File: src/hdl/wb_pkg.sv
`default_nettype none

package wb_pkg;

    // Bus widths
    localparam int ADDR_W = 16;                     // Byte address
    localparam int DATA_W = 32;                     // Data bus
    localparam int SEL_W  = DATA_W / 8;             // One select per byte lane
    localparam int BYTE_W = DATA_W / SEL_W;         // Lane width

    // Bank geometry
    localparam int N_BANKS         = 4;             // Interleaved RAM banks
    localparam int BANK_BITS       = 2;             // Bank index width
    localparam int BANK_LSB        = 2;             // Bank index sits above byte offset
    localparam int BANK_DEPTH_BITS = 8;             // Word index width in a bank
    localparam int BANK_DEPTH      = 1 << BANK_DEPTH_BITS;  // Words per bank
    localparam int WORD_LSB        = BANK_LSB + BANK_BITS;  // Word index starts at bit 4

    // Address bits above WORD_LSB + BANK_DEPTH_BITS - 1 are not decoded,
    // so the whole memory repeats every 4 KB

    // Master to slave request
    typedef struct packed {
        logic [ADDR_W-1:0] adr;                     // Byte address
        logic [DATA_W-1:0] dat;                     // Write data
        logic              we;                      // Write enable
        logic [SEL_W-1:0]  sel;                     // Byte lane enables
        logic              stb;                     // Strobe
        logic              cyc;                     // Bus cycle
    } wb_req_t;

    // Slave to master response
    typedef struct packed {
        logic [DATA_W-1:0] dat;                     // Read data
        logic              ack;                     // Single cycle ack
    } wb_rsp_t;

    // Which bank an address falls into
    typedef logic [BANK_BITS-1:0] bank_idx_t;

endpackage

`default_nettype wire

File: src/hdl/arbiter.sv
`timescale 1ns/100ps
`default_nettype none

module arbiter #(
    parameter bit ARB_ROUND_ROBIN = 1'b0            // 1 rotates priority, 0 favours index 0
) (
    input  wire        clk,
    input  wire        rst_i,
    input  wire  [1:0] request_i,                   // One bit per requester
    output logic [1:0] grant_o,                     // Registered one-hot grant
    output logic       grant_valid_o                // Grant holds a winner
);

    logic [1:0] grant_q;                            // Current owner
    logic       valid_q;                            // Owner present
    logic [1:0] last_q;                             // Winner of last decision
    logic [1:0] masked_req;                         // Requests minus last winner
    logic [1:0] pick;                               // Next winner
    logic       hold;                               // Owner still requesting

    // Blocking grant stays while the owner keeps its request up
    assign hold = valid_q && |(grant_q & request_i);

    // Last winner drops to lowest priority
    assign masked_req = request_i & ~last_q;

    always_comb begin
        pick = 2'b00;                               // Nobody asking
        if (ARB_ROUND_ROBIN && |masked_req) begin
            pick = masked_req[0] ? 2'b01 : 2'b10;   // Rotated choice
        end else if (request_i[0]) begin
            pick = 2'b01;                           // Index 0 first
        end else if (request_i[1]) begin
            pick = 2'b10;
        end
    end

    always_ff @(posedge clk) begin
        if (rst_i) begin
            grant_q <= 2'b00;
            valid_q <= 1'b0;
            last_q  <= 2'b00;                       // No history after reset
        end else if (!hold) begin
            grant_q <= pick;                        // Release or re-decide
            valid_q <= |request_i;
            if (|request_i) begin
                last_q <= pick;                     // Remember for rotation
            end
        end
    end

    assign grant_o       = grant_q;
    assign grant_valid_o = valid_q;

endmodule

`default_nettype wire

File: src/hdl/arbiter2_wb.sv
`timescale 1ns/100ps
`default_nettype none

module arbiter2_wb #(
    parameter bit ARB_ROUND_ROBIN = 1'b0            // Passed to the arbiter core
) (
    input  wire                  clk,
    input  wire                  rst_i,

    input  wire wb_pkg::wb_req_t m0_req_i,          // Master 0 request
    input  wire wb_pkg::wb_req_t m1_req_i,          // Master 1 request
    output wb_pkg::wb_rsp_t      m0_rsp_o,          // Master 0 response
    output wb_pkg::wb_rsp_t      m1_rsp_o,          // Master 1 response

    output wb_pkg::wb_req_t      bus_req_o,         // Shared slave side request
    input  wire wb_pkg::wb_rsp_t bus_rsp_i          // Shared slave side response
);

    logic [1:0] request;                            // cyc of each master
    logic [1:0] grant;                              // One-hot owner
    logic       grant_valid;                        // Owner present
    logic       m0_sel;                             // Master 0 owns bus
    logic       m1_sel;                             // Master 1 owns bus

    // A master asks for the bus by raising cyc
    assign request = {m1_req_i.cyc, m0_req_i.cyc};

    assign m0_sel = grant[0] & grant_valid;
    assign m1_sel = grant[1] & grant_valid;

    // Granted master drives the bus, idle request is all zero
    always_comb begin
        bus_req_o = '0;
        if (m0_sel) begin
            bus_req_o = m0_req_i;
        end else if (m1_sel) begin
            bus_req_o = m1_req_i;
        end
    end

    // Read data fans out, ack only reaches the owner
    assign m0_rsp_o = '{dat: bus_rsp_i.dat, ack: bus_rsp_i.ack & m0_sel};
    assign m1_rsp_o = '{dat: bus_rsp_i.dat, ack: bus_rsp_i.ack & m1_sel};

    arbiter #(
        .ARB_ROUND_ROBIN (ARB_ROUND_ROBIN)
    ) i_arbiter (
        .clk           (clk),
        .rst_i         (rst_i),
        .request_i     (request),
        .grant_o       (grant),
        .grant_valid_o (grant_valid)
    );

endmodule

`default_nettype wire

File: config.mk
export PLATFORM = sky130hd
export DESIGN_NAME = arbiter2_wb
export DESIGN_NICKNAME = d
export VERILOG_FILES = /design/src/hdl/wb_pkg.sv /design/src/hdl/arbiter.sv /design/src/hdl/arbiter2_wb.sv
export SDC_FILE = /design/constraint.sdc
export NUM_CORES = 1
export LEC_CHECK = 0
export BUFFER_PORTS_ARGS = -buffer_cell sky130_fd_sc_hd__buf_4
export CORE_AREA = 2 2 102 104
export CTS_BUF_LIST = sky130_fd_sc_hd__clkbuf_16
export DETAILED_ROUTE_END_ITERATION = 12
export DIE_AREA = 0 0 104 106
export PLACE_DENSITY = 0.6
export SYNTH_ARGS = -nofsm -noshare
export SYNTH_HDL_FRONTEND = slang
export SYNTH_SLANG_ARGS = --single-unit
File: constraint.sdc
create_clock -name clk -period 1.1 [get_ports clk]
set_clock_uncertainty 0.2 [all_clocks]
set_input_delay 0.22 -clock clk [delete_from_list [all_inputs] [get_ports clk]]
set_output_delay 0.22 -clock clk [all_outputs]
set_load 0.01 [all_outputs]
==> summary.md <==
| Metric | Value |
|---|---|
| Outcome | `complete, but fails checks` |
| Failing checks | `negative setup slack` |
| Layout fillers | `1,077` |
| ANT nets after route | `0` |
| CTS Sinks | `3` |
| Die area | `11,000 µm²` |
| WP data arrival | `about 1.3 ns` |
| CP Buf/Inv Count | `2` |
| DPL Wire Length | `4680 µm` |
| Mapped Nets | `412` |
| Vias in the first global route | `2,228` |
| Max cap viols | `0` |
| Rel. slew slack | `0.903` |
| Least-Margin Pin Slew | `0.145 ns` |
| Final wirelength | `approximately 6800 µm` |
| Non-Filler Instances | `506` |
| Die width | `104 µm` |
| Placer Congestion | `0.649` |
| Synth top area share | `0.287` |
| EDFF count, synth | `0` |
| Crit-path slowest cell | `dfxtp_4` |
| Initial DRC Count | `85` |
| Sequential cell area fraction in the yosys report | `0.0332` |
| R2r setup slk | `-0.03 ns` |
| Initial Util | `0.181` |
| Mapped cell area | `around 1800 µm²` |
| Max Root-Sink Buffers | `2` |
| RSZ-0062 raised after global routing | `true` |
| Final setup vio count | `59` |
| Yosys warnings | `0` |
| Row count | `37` |
| Synth-to-layout area growth | `79.4%` |
| # DRC | `0` |
| Pwr dens | `520 nW/µm²` |
| Crit path required time | `0.68 ns` |
| Gr usage total | `0.104` |
| CP max FO | `24` |
| Min Tclk post-route | `roughly 1.7 ns` |
| Biggest area consumer among synthesized cells | `buf_4` |
| Most frequent cell after synthesis | `buf_4` |
| Synthesized area per cell | `6.77 µm²` |
| CP top delay family | `flip-flops` |
| TritonCTS Buffers | `3` |
| TritonCTS clock tree | `yes` |
| Reg clk slew, reported paths | `roughly 0.03 ns` |
| Fin util | `0.324` |
| Fmax | `595 MHz` |
| Critical path endpoint category | `output port` |
| Drt via density | `4.27` |
| Design Power | `1.69 mW` |
| Pre-Repair DR Iteration Count | `4` |
| Hold WS | `roughly 0.056 ns` |
| Global-route wire length before repair | `around 9700 µm` |
| Routed len/inst | `~14 µm` |
| H-tree depth | `1` |
| Core area | `10000 µm²` |
| Flops & latches, synth | `3` |
| Layout cells sized above 1 | `0.686` |
| Final Hold Vio Count | `0` |
| Post-synth top flop | `dfxtp_1` |
| Leak | `1.36 nW` |
| Clock latency at the later pin of the worst-skew pair | `around 0.23 ns` |
| Port bufs | `169` |
| Synth cell count leaders | `buf_4, nand2_1, nand3b_1` |
| Reg-to-Reg Start | `i_arbiter.grant_o[0]` |
| Setup_tns | `-30.61 ns` |
| Remaining Overflow, GRT | `0` |
| Root buffer cell | `clkbuf_16` |
| Min-delay src | `rst_i` |
| Maximum vdd ir drop | `~0.42 mV` |
| Initial antenna violation count | `0` |
| Largest net degree at the start of global routing | `56` |
| Max-slew violations | `0` |
| Critical Path Start | `i_arbiter.grant_o[0]` |
| Final period utilization | `1.53` |
| Boundary pin count | `266` |
| CP peak stage delay | `around 0.38 ns` |
| Final worst slack | `-0.580 ns` |
| Antenna cells | `0` |
| Crit Path Class | `reg -> out` |
| Die H | `approximately 110 µm` |
| Hold Crit Class | `in -> reg` |
| Placed insts | `493` |
| Async SR Flop Fraction | `0` |
| Synth area leaders | `buf_4, nand3b_1, a21boi_0` |
| Synth unique cells | `17` |
| Crit-path cells | `clkbuf_16, nand3b_1, a21boi_1, buf_4` |
| Mapped Cells | `~270` |
| CP startpoint kind | `flip-flop` |
| Via Count | `2,162` |
| # nets final | `between 500 and 600` |
worst min-delay path: cells and delay by family:
family                 cells  cell delay (ns)
muxes                      1             0.05
and+or+nand+nor            1             0.08
buffers and inverters      1             0.08
through the flow:
step                      area (µm²)  worst slack (ns)
after CTS                       3190            -0.567
final                           3240            -0.580
after detailed placement        2970            -0.327
after global routing            3240            -0.626
after floorplan                 2060            -0.223
after global placement          2970            -0.318
cells in the final DEF (no fill, tap or decap):
cell,synthesis,layout
a211oi_2,1,1
a21boi_1,21,1
a21boi_2,0,54
a21oi_2,1,1
and3_4,0,2
buf_12,0,8
buf_16,0,1
buf_4,69,171
buf_6,6,3
clkbuf_16,0,6
dfxtp_4,0,3
dlymetal6s4s_1,0,1
inv_1,0,1
mux2i_1,1,1
nand2_1,56,53
nand2_2,0,3
nand2b_1,2,2
nand3_2,0,1
nand3b_1,55,55
nor2_1,2,2
worst paths after layout:
path / endpoint / cells after the start
worst max-delay path: bus_req_o[0] / 4
worst min register to register: i_arbiter.grant_o[1] / 3
worst min-delay path: i_arbiter.grant_o[0] / 3
worst max register to register: i_arbiter.grant_o[1] / 3
state kept, by name (all words and copies together), names as in the netlist:
name                     cells
i_arbiter.grant_o            2
i_arbiter.grant_valid_o      1
cells by family (layout without fill, tap and decap cells):
kind of cell,Yosys count,after routing,share of synthesized area
mux,1,1,0.00554
buf+inv,88,191,0.356
compound gates,57,57,0.240
flops,3,3,0.0332
simple gates,118,118,0.365
where the power goes:
| group | internal (mW) | switching (mW) |
|---|---|---|
| registers | 0.114 | 0.0203 |
| clock network | 0.470 | 0.110 |
| logic | 0.612 | 0.358 |
| total | 1.20 | 0.489 |
repair_timing:
item / 4_1_cts / 5_1_grt
cloned: 3 / 3
hold buffers: 1 / 0
pin swaps: 1 / 1
endpoints found under the setup margin: 59 / 60
resized for setup: 7 / 6
buffers inserted: 3 / 2
hold endpoints to repair: 2 / 0
per-layer routing:
| layer | up-vias | GRT usage | part of all wire |
|---|---|---|---|
| met5 | - | 0 | 0 |
| met4 | 0 | 0.0405 | 0.025 |
| met3 | 30 | 0.0245 | 0.070 |
| met2 | 99 | 0.209 | 0.54 |
| met1 | 994 | 0.101 | 0.37 |
| li1 | 1039 | - | - |
area by class of cell:
cell class | instances | area, µm² | share of cell area
Clock buffer | 3 | 75.1 | 0.0231
Clock inverter | 1 | 3.75 | 0.00116
Multi-Input combinational cell | 176 | 1330 | 0.410
Sequential cell | 3 | 71.3 | 0.0220
Tap cell | 136 | 170 | 0.0525
Timing Repair Buffer | 187 | 1590 | 0.491
Note: power is estimated with default switching activity, not from simulation.
