<file path="src/hdl/wb_pkg.sv">
`default_nettype none

package wb_pkg;

    // Bus widths
    localparam int ADDR_W = 16;                     // Byte address
    localparam int DATA_W = 32;                     // Data bus
    localparam int SEL_W  = DATA_W / 8;             // One select per byte lane
    localparam int BYTE_W = DATA_W / SEL_W;         // Lane width

    // Bank geometry
    localparam int N_BANKS         = 4;             // Interleaved RAM banks
    localparam int BANK_BITS       = 2;             // Bank index width
    localparam int BANK_LSB        = 2;             // Bank index sits above byte offset
    localparam int BANK_DEPTH_BITS = 8;             // Word index width in a bank
    localparam int BANK_DEPTH      = 1 << BANK_DEPTH_BITS;  // Words per bank
    localparam int WORD_LSB        = BANK_LSB + BANK_BITS;  // Word index starts at bit 4

    // Address bits above WORD_LSB + BANK_DEPTH_BITS - 1 are not decoded,
    // so the whole memory repeats every 4 KB

    // Master to slave request
    typedef struct packed {
        logic [ADDR_W-1:0] adr;                     // Byte address
        logic [DATA_W-1:0] dat;                     // Write data
        logic              we;                      // Write enable
        logic [SEL_W-1:0]  sel;                     // Byte lane enables
        logic              stb;                     // Strobe
        logic              cyc;                     // Bus cycle
    } wb_req_t;

    // Slave to master response
    typedef struct packed {
        logic [DATA_W-1:0] dat;                     // Read data
        logic              ack;                     // Single cycle ack
    } wb_rsp_t;

    // Which bank an address falls into
    typedef logic [BANK_BITS-1:0] bank_idx_t;

endpackage

`default_nettype wire

</file>
<file path="src/hdl/wb_resp_collect.sv">
`timescale 1ns/100ps
`default_nettype none

module wb_resp_collect (
    input  wire                                   clk,
    input  wire                                   rst_i,
    input  wire wb_pkg::bank_idx_t                sel_bank_i,  // Bank under strobe
    input  wire wb_pkg::wb_rsp_t [wb_pkg::N_BANKS-1:0] bank_rsp_i,  // All bank responses
    output wb_pkg::wb_rsp_t                       bus_rsp_o    // Merged response
);
    import wb_pkg::*;

    bank_idx_t idx_q;                               // Bank strobed last cycle
    logic      any_ack;                             // OR of bank acks

    // Banks answer one clock after the strobe, so lag the index by one
    always_ff @(posedge clk) begin
        if (rst_i) begin
            idx_q <= '0;
        end else begin
            idx_q <= sel_bank_i;
        end
    end

    always_comb begin
        any_ack = 1'b0;
        for (int b = 0; b < N_BANKS; b++) begin
            any_ack = any_ack | bank_rsp_i[b].ack;  // At most one bank acks
        end
    end

    assign bus_rsp_o = '{dat: bank_rsp_i[idx_q].dat, ack: any_ack};

endmodule

`default_nettype wire

</file>
<file path="config.mk">
export PLATFORM = sky130hd
export DESIGN_NAME = wb_resp_collect
export DESIGN_NICKNAME = d
export VERILOG_FILES = /design/src/hdl/wb_pkg.sv /design/src/hdl/wb_resp_collect.sv
export SDC_FILE = /design/constraint.sdc
export NUM_CORES = 1
export LEC_CHECK = 0
export BUFFER_PORTS_ARGS = -buffer_cell sky130_fd_sc_hd__buf_2
export CORE_AREA = 2 2 65 67
export DETAILED_ROUTE_END_ITERATION = 8
export DIE_AREA = 0 0 67 69
export GPL_ROUTABILITY_DRIVEN = 0
export GPL_TIMING_DRIVEN = 0
export PLACE_DENSITY = 0.73
export SYNTH_ARGS = -nofsm -noshare
export SYNTH_HDL_FRONTEND = slang
export SYNTH_SLANG_ARGS = --single-unit
</file>
<file path="constraint.sdc">
create_clock -name clk -period 1.55 [get_ports clk]
set_input_delay 0.155 -clock clk [delete_from_list [all_inputs] [get_ports clk]]
set_output_delay 0.155 -clock clk [all_outputs]
set_load 0.02 [all_outputs]
</file>
==> results of run 1 <==
[report_power, final]
group / internal, mW / leakage (nW) / switching (mW)
sequential: 0.0550 / 0.0169 / 0.00311
combinational: 0.441 / 1.00 / 0.287
clock: 0.165 / 0.0216 / 0.0476
total: 0.661 / 1.04 / 0.337
[area by class of cell]
cell class              count  share of cell area (%)
plain buffers               8                    4.88
multi-input cells          35                    35.2
clock buffers               3                    1.96
flip-flops and latches      2                    1.96
well taps                  50                    2.98
repair buffers            172                    53.0
[cell usage in the layout (no fill, tap or decap), drive strengths merged]
cell type,count
nor2b,2
clkbuf,5
buf,178
mux4,32
or4,1
dfxtp,2
[per-stage QoR]
step / TNS (ns) / setup WS, ns / cell area, um^2
global route: -4.10 / -0.149 / 2100
floorplan: 0 / 0.248 / 882
CTS: -3.12 / -0.131 / 1910
global placement: 0 / 0.0978 / 1790
finish: -2.62 / -0.109 / 2100
detailed placement: 0 / 0.0893 / 1790
[per-layer routing]
layer  share of wire, %  wire length [um]  up-vias
li1                   -                 -      579
met1                 33              1540      599
met2                 58              2680       77
met3                7.3               338        6
met4               0.98                45        0
met5                  0                 0        -
[cells by family after synthesis]
family	after synthesis	synth area share, %
muxes	32	82.6
buffers and inverters	8	10.6
and+or+nand+nor	3	2.27
DFF	2	4.54
[final timing paths]
check | to | slack [ns] | cells after the start
worst max-delay path | bus_rsp_o[2] | -0.11 | 4
worst min-delay path | idx_q[0]$_SDFF_PP0_ | 0.10 | 2
[timing repair]
action / 4_1_cts / 5_1_grt
resized for setup: 21 / 45
buffers inserted: 1 / 0
setup endpoints to repair: 32 / 32
gates cloned: 1 / 2
==> reports/qor.csv, run 1 <==
metric,value,unit
status,"finished, violations left",
failing checks,negative setup slack,
port buffer count,168,
most frequent cells after synthesis,"mux4_2, buf_12, buf_2",
ys flop type,dfxtp_1,
warnings from Yosys,0,
Power Total,0.999,mW
cts hold-fix bufs,0,
Synth top area share,76.6,%
most common cell in the synthesized netlist,mux4_2,
initial DRC count,40,
Max Buffers Root-to-Sink,2,
Antenna diodes,0,
P per Cell Area,475,nW/um^2
Routed Antenna Nets,0,
RSZ-0062 raised after global routing,true,
vias in the first global route,1348,
Critical Path Start,idx_q[0]$_SDFF_PP0_,
num ports,169,
Hold Path Origin,rst_i,
LEAKAGE,1.04,nW
Num CTS Buffers,3,
GR Util met2,32.8,%
DR WL/cell,17.1,um
post-layout worst setup margin,-0.109,ns
"Slew Viols, Final",0,
number of flops mapped to enable cells by yosys,0,
total track usage,18.0,%
Die X,67,um
register bit total from synthesis,2,
top cell family by delay on the critical path,multiplexers,
Clock transition at path regs,0.03,ns
Avg Inst Size Synth,19.6,um^2
type of the worst min-delay path,primary input to flop,
final setup vio count,32,
Sequential cell area,41.3,um^2
Syn Inst Count,45,
first-pass GRT wire length,6550,um
Vias/cell,4.67,
Vias,1261,
number of distinct library cells after synthesis,9,
final hold violation count,0,
post-DP HPWL,3800,um
synth top area cells,"mux4_2, buf_12, mux4_1",
Root Driver,clkbuf_8,
max reg flops,2,
layout cells sized above 1,98.2,%
total grt overflow,0,
clock sink count,2,
Worst-Margin Slew,0.234,ns
antenna violations before repair,0,
startpoint types,flop,
core area,3910,um^2
multi-input logic area,741,um^2
Syn Std Cell Area,882,um^2
met3 Use GR,3.10,%
DIE AREA,4620,um^2
CP arrival,1.50,ns
Final Cycle Share,107,%
slowest library cell on the worst path,mux4_2,
Buffers & Inverters on Critical Path,3,
final cell count without fillers,270,
DRC violations left,0,
H-Tree Depth,1,
largest reg by FF count,idx_q,
CTS tree,built,
minimum clock period,1.66,ns
ys async rst share,0,%
die height,69,um
filler instances,367,
GR Layer Usage met1,21.3,%
row cnt,23,
WP data required,1.39,ns
largest registers,idx_q x2,
NumNets Final,358,
drt pass-1 iters,4,
"Net Count, Synth",181,
Syn-to-layout area delta,138,%
largest net degree at the start of global routing,11,
# placed instances,263,
drt total wl,4610,um
CP Class,flop to primary output,
Hold Slack,0.103,ns
global routing's busiest layer,met2,
CP endpoint kind,primary output,
worst relative slew slack,84.4,%
CP Max Fanout,7,
cell type with the largest total area after synthesis,mux4_2,
sequential area share after synthesis,4.54,%
crit-path cells,"buf_12, clkbuf_16, mux4_2, buf_6",
Peak supply drop,613,uV
Layout Utilization,53.7,%
Fmax,0.603,GHz
CP max stage delay,0.51,ns
Initial Util,22.5,%
Max-Cap Viols,0,
(Power assumes the default switching activity.)
==> run 2: changes to the inputs <==
Settings changed: CELL_PAD_IN_SITES_DETAIL_PLACEMENT from default to 0, CELL_PAD_IN_SITES_GLOBAL_PLACEMENT from default to 1, CORE_AREA 2 2 65 67 to default, CORE_MARGIN from default to 2, CORE_UTILIZATION from default to 16, DIE_AREA 0 0 67 69 to default, PLACE_DENSITY 0.73 to 0.81.
Clock period 1.55 ns to 1.83 ns, I/O delays scaled along.
==> reports/qor.csv, run 2 (synthesis results as in run 1) <==
metric,value,unit,change
WHS Endpoint,idx_q[1]$_SDFF_PP0_,,was idx_q[0]$_SDFF_PP0_
Final Cycle Share,94.1,%,
Root Driver,clkbuf_8,,unchanged
clock sink count,2,,unchanged
Routed Antenna Nets,0,,unchanged
Initial Util,16.3,%,was 22.5%
core area,5410,um^2,was 3910 um^2
Num CTS Buffers,3,,unchanged
Vias,1237,,was 1261
CP Class,flop to primary output,,unchanged
crit-path cells,"buf_6, buf_12, mux4_2, buf_2",,"was buf_12, clkbuf_16, mux4_2, buf_6"
cts hold-fix bufs,0,,unchanged
RSZ-0062 raised after global routing,false,,was true
NumNets Final,354,,was 358
Layout Utilization,34.3,%,was 53.7%
DIE AREA,6120,um^2,was 4620 um^2
worst relative slew slack,84.4,%,about the same
total track usage,14.1,%,was 18.0%
final hold violation count,0,,unchanged
post-DP HPWL,4350,um,was 3800 um
Syn-to-layout area delta,110,%,was 138%
vias in the first global route,1355,,was 1348
minimum clock period,1.72,ns,
Peak supply drop,420,uV,was 613 uV
Fmax,0.580,GHz,
"commonest cells after routing, fill and taps aside","buf_2, mux4_2, buf_12, clkbuf_8",,"was buf_2, mux4_2, buf_6"
Final TNS setup,0,ns,was -2.62 ns
drt total wl,4710,um,was 4610 um
Clock transition at path regs,0.03,ns,about the same
max reg flops,2,,unchanged
Buffers & Inverters on Critical Path,3,,unchanged
CP Max Fanout,10,,was 7
type of the worst min-delay path,primary input to flop,,unchanged
largest registers,idx_q x2,,unchanged
first-pass GRT wire length,6690,um,was 6550 um
DR WL/cell,16.3,um,was 17.1 um
filler instances,581,,was 367
"Slew Viols, Final",0,,unchanged
LEAKAGE,0.942,nW,was 1.04 nW
top cell family by delay on the critical path,multiplexers,,unchanged
slowest library cell on the worst path,mux4_2,,unchanged
Max-Cap Viols,0,,unchanged
"most common cell after layout, fill and taps aside",buf_2,,unchanged
post_cts resized,0,,was 21
initial DRC count,38,,was 40
H-Tree Depth,1,,unchanged
antenna violations before repair,0,,unchanged
number of setup buffers added after CTS,0,,was 1
Vias/cell,4.30,,was 4.67
CP max stage delay,0.53,ns,was 0.51 ns
hold path cells,2,,unchanged
CP endpoint kind,primary output,,unchanged
layout cells sized above 1,96.8,%,was 98.2%
CP arrival,1.54,ns,was 1.50 ns
final setup vio count,0,,was 32
num ports,169,,unchanged
die height,78.3,um,was 69 um
drt pass-1 iters,4,,unchanged
status,completed,,"was finished, violations left"
CTS tree,built,,unchanged
startpoint types,flop,,unchanged
Antenna diodes,0,,unchanged
largest net degree at the start of global routing,11,,unchanged
P per Cell Area,393,nW/um^2,was 475 nW/um^2
total grt overflow,0,,unchanged
Hold Path Origin,rst_i,,unchanged
largest reg by FF count,idx_q,,unchanged
Max Buffers Root-to-Sink,2,,unchanged
port buffer count,168,,unchanged
Worst-Margin Slew,0.233,ns,was 0.234 ns
DRC violations left,0,,unchanged
WP data required,1.65,ns,was 1.39 ns
row cnt,27,,was 23
Die X,78.3,um,was 67 um
-- run 2: cell types whose count changed in the layout (fill, tap and decap cells not counted), moves of 2 or more --
| cell | delta |
|---|---|
| buf_2 | +30 |
| buf_6 | -29 |
| clkbuf_16 | -2 |
| mux4_1 | +2 |
| mux4_2 | -2 |
-- run 2: metal layers --
layer / vias up / global-route usage, % / wire, um
met5: - / 0 / 0
met4: 0 / 2.11 / 0
met3: 0 / 2.41 / 437
met2: 84 / 25.9 / 2430
met1: 583 / 17.7 / 1840
li1: 570 / - / -
-- run 2: final cells by class --
type                    instances  area [um^2]  share of cell area (%)
well taps                      72         90.1                    4.86
repair buffers                168          841                    45.3
plain buffers                   8         93.8                    5.06
flip-flops and latches          2         40.0                    2.16
clock buffers                   3         41.3                    2.23
multi-input cells              35          748                    40.4
-- run 2: through the flow --
step           area [um^2]  cells  power, mW  setup WS, ns  hold slack, ns
6_report              1850    288      0.728         0.107           0.145
5_1_grt               1850    288      0.767        0.0545           0.147
4_1_cts               1850    288      0.743        0.0920           0.135
3_5_place_dp          1810    285      0.557         0.322           0.362
3_3_place_gp          1810    285      0.553         0.337           0.356
2_1_floorplan          882     45      0.321         0.500           0.255
-- run 2: worst max path at each step --
stage	start	end	slack, ns	cells past startpoint
finish	idx_q[0]$_SDFF_PP0_	bus_rsp_o[8]	0.11	4
global route	idx_q[0]$_SDFF_PP0_	bus_rsp_o[5]	0.05	4
CTS	idx_q[0]$_SDFF_PP0_	bus_rsp_o[8]	0.09	4
detailed placement	idx_q[0]$_SDFF_PP0_	bus_rsp_o[8]	0.32	4
global placement	idx_q[0]$_SDFF_PP0_	bus_rsp_o[5]	0.34	4
floorplan	idx_q[0]$_SDFF_PP0_	bus_rsp_o[10]	0.50	3
-- run 2: power by group --
part	switching [mW]	internal [mW]
Sequential	0.00262	0.0464
Combinational	0.229	0.274
Clock	0.0369	0.139
Total	0.268	0.460
==> run 3: changes to the inputs <==
Settings changed: BUFFER_PORTS_ARGS -buffer_cell sky130_fd_sc_hd__buf_2 to -buffer_cell sky130_fd_sc_hd__buf_4, CELL_PAD_IN_SITES_DETAIL_PLACEMENT 0 to default, CELL_PAD_IN_SITES_GLOBAL_PLACEMENT 1 to default, CORE_AREA from default to 2 2 65 67, CORE_MARGIN 2 to default, CORE_UTILIZATION 16 to default, DIE_AREA from default to 0 0 67 69, PLACE_DENSITY 0.81 to 0.73.
==> reports/qor.csv, run 3 (synthesis results as in run 1) <==
metric,value,unit,change
LEAKAGE,1.09,nW,was 0.942 nW
Final TNS setup,0,ns,unchanged
Num CTS Buffers,3,,unchanged
Final Cycle Share,91.9,%,was 94.1%
type of the worst min-delay path,primary input to flop,,unchanged
core area,3910,um^2,was 5410 um^2
final setup vio count,0,,unchanged
Syn-to-layout area delta,155,%,was 110%
worst relative slew slack,83.7,%,was 84.4%
minimum clock period,1.68,ns,was 1.72 ns
DR WL/cell,17.3,um,was 16.3 um
drt pass-1 iters,4,,unchanged
DRC violations left,0,,unchanged
CTS tree,built,,unchanged
status,completed,,unchanged
WHS Endpoint,idx_q[0]$_SDFF_PP0_,,was idx_q[1]$_SDFF_PP0_
"commonest cells after routing, fill and taps aside","buf_4, mux4_2, buf_12, buf_2, clkbuf_8",,"was buf_2, mux4_2, buf_12, clkbuf_8"
"most common cell after layout, fill and taps aside",buf_4,,was buf_2
Vias/cell,4.66,,was 4.30
CP Class,flop to primary output,,unchanged
CP arrival,1.50,ns,was 1.54 ns
DIE AREA,4620,um^2,was 6120 um^2
die height,69,um,was 78.3 um
Max Buffers Root-to-Sink,2,,unchanged
Antenna diodes,0,,unchanged
antenna violations before repair,0,,unchanged
CP endpoint kind,primary output,,unchanged
P per Cell Area,371,nW/um^2,was 393 nW/um^2
Hold Path Origin,rst_i,,unchanged
Routed Antenna Nets,0,,unchanged
row cnt,23,,was 27
final hold violation count,0,,unchanged
port buffer count,168,,unchanged
Root Driver,clkbuf_8,,unchanged
CP Max Fanout,10,,unchanged
Fmax,0.595,GHz,was 0.580 GHz
RSZ-0062 raised after global routing,false,,unchanged
initial DRC count,30,,was 38
Clock transition at path regs,0.03,ns,about the same
Max-Cap Viols,0,,unchanged
Die X,67,um,was 78.3 um
clock sink count,2,,unchanged
WP data required,1.65,ns,about the same
hold path cells,2,,unchanged
Vias,1240,,was 1237
"Slew Viols, Final",0,,unchanged
max reg flops,2,,unchanged
startpoint types,flop,,unchanged
largest registers,idx_q x2,,unchanged
cts hold-fix bufs,0,,unchanged
drt total wl,4600,um,was 4710 um
number of setup buffers added after CTS,0,,unchanged
total track usage,19.8,%,was 14.1%
post_cts resized,0,,unchanged
largest reg by FF count,idx_q,,unchanged
Initial Util,22.5,%,was 16.3%
post-DP HPWL,4210,um,was 4350 um
H-Tree Depth,1,,unchanged
num ports,169,,unchanged
vias in the first global route,1444,,was 1355
largest net degree at the start of global routing,11,,unchanged
first-pass GRT wire length,7040,um,was 6690 um
NumNets Final,354,,unchanged
total grt overflow,0,,unchanged
Hold Slack,0.143,ns,was 0.145 ns
Peak supply drop,375,uV,was 420 uV
Worst-Margin Slew,0.245,ns,was 0.233 ns
layout cells sized above 1,96.8,%,unchanged
[run 3: cell count changes in the layout (fill, tap and decap cells not counted)]
cell   before  now
buf_4       1  169
buf_2     171    3
[run 3: critical path, cell delays in order, from the launching register on]
cell and delay (ns):
dfxtp_1 0.31, buf_6 0.14, buf_12 0.15, mux4_2 0.51
buf_4 0.18
[run 3: routing by layer]
metal	track usage [%]	part of all wire [%]
met1	21.0	33
met2	38.6	56
met3	4.08	9.6
met4	3.63	1.0
met5	0	0
[run 3: how the worst max path moves through the flow]
stage / from / depth (start not counted) / slack [ns] / endpoint
2_1_floorplan: idx_q[0]$_SDFF_PP0_ / 3 / 0.50 / bus_rsp_o[10]
5_1_grt: idx_q[0]$_SDFF_PP0_ / 4 / 0.1 / bus_rsp_o[12]
3_5_place_dp: idx_q[0]$_SDFF_PP0_ / 4 / 0.35 / bus_rsp_o[14]
3_3_place_gp: idx_q[0]$_SDFF_PP0_ / 4 / 0.36 / bus_rsp_o[22]
4_1_cts: idx_q[0]$_SDFF_PP0_ / 4 / 0.13 / bus_rsp_o[14]
6_report: idx_q[0]$_SDFF_PP0_ / 4 / 0.15 / bus_rsp_o[12]
[run 3: area by class of cell]
cell class	instances	area, um^2
flip-flops and latches	2	40.0
well taps	50	62.6
repair buffers	168	1260
clock buffers	3	41.3
plain buffers	8	93.8
multi-input cells	35	748
fillers	372	1670
[run 3: metrics by stage]
stage	setup slack [ns]	power [mW]	area, um^2	util (%)	std cells
2_1_floorplan	0.500	0.321	882	-	45
3_3_place_gp	0.358	0.658	2210	56.4	263
3_5_place_dp	0.350	0.669	2210	56.4	263
4_1_cts	0.132	0.843	2250	57.4	266
5_1_grt	0.0994	0.874	2250	57.4	266
6_report	0.148	0.834	2250	57.4	266
[run 3: power breakdown]
group	internal, mW	switching [mW]	total, mW
combinational	0.393	0.222	0.615
sequential	0.0464	0.00224	0.0486
clock	0.139	0.0313	0.170
total	0.579	0.255	0.834
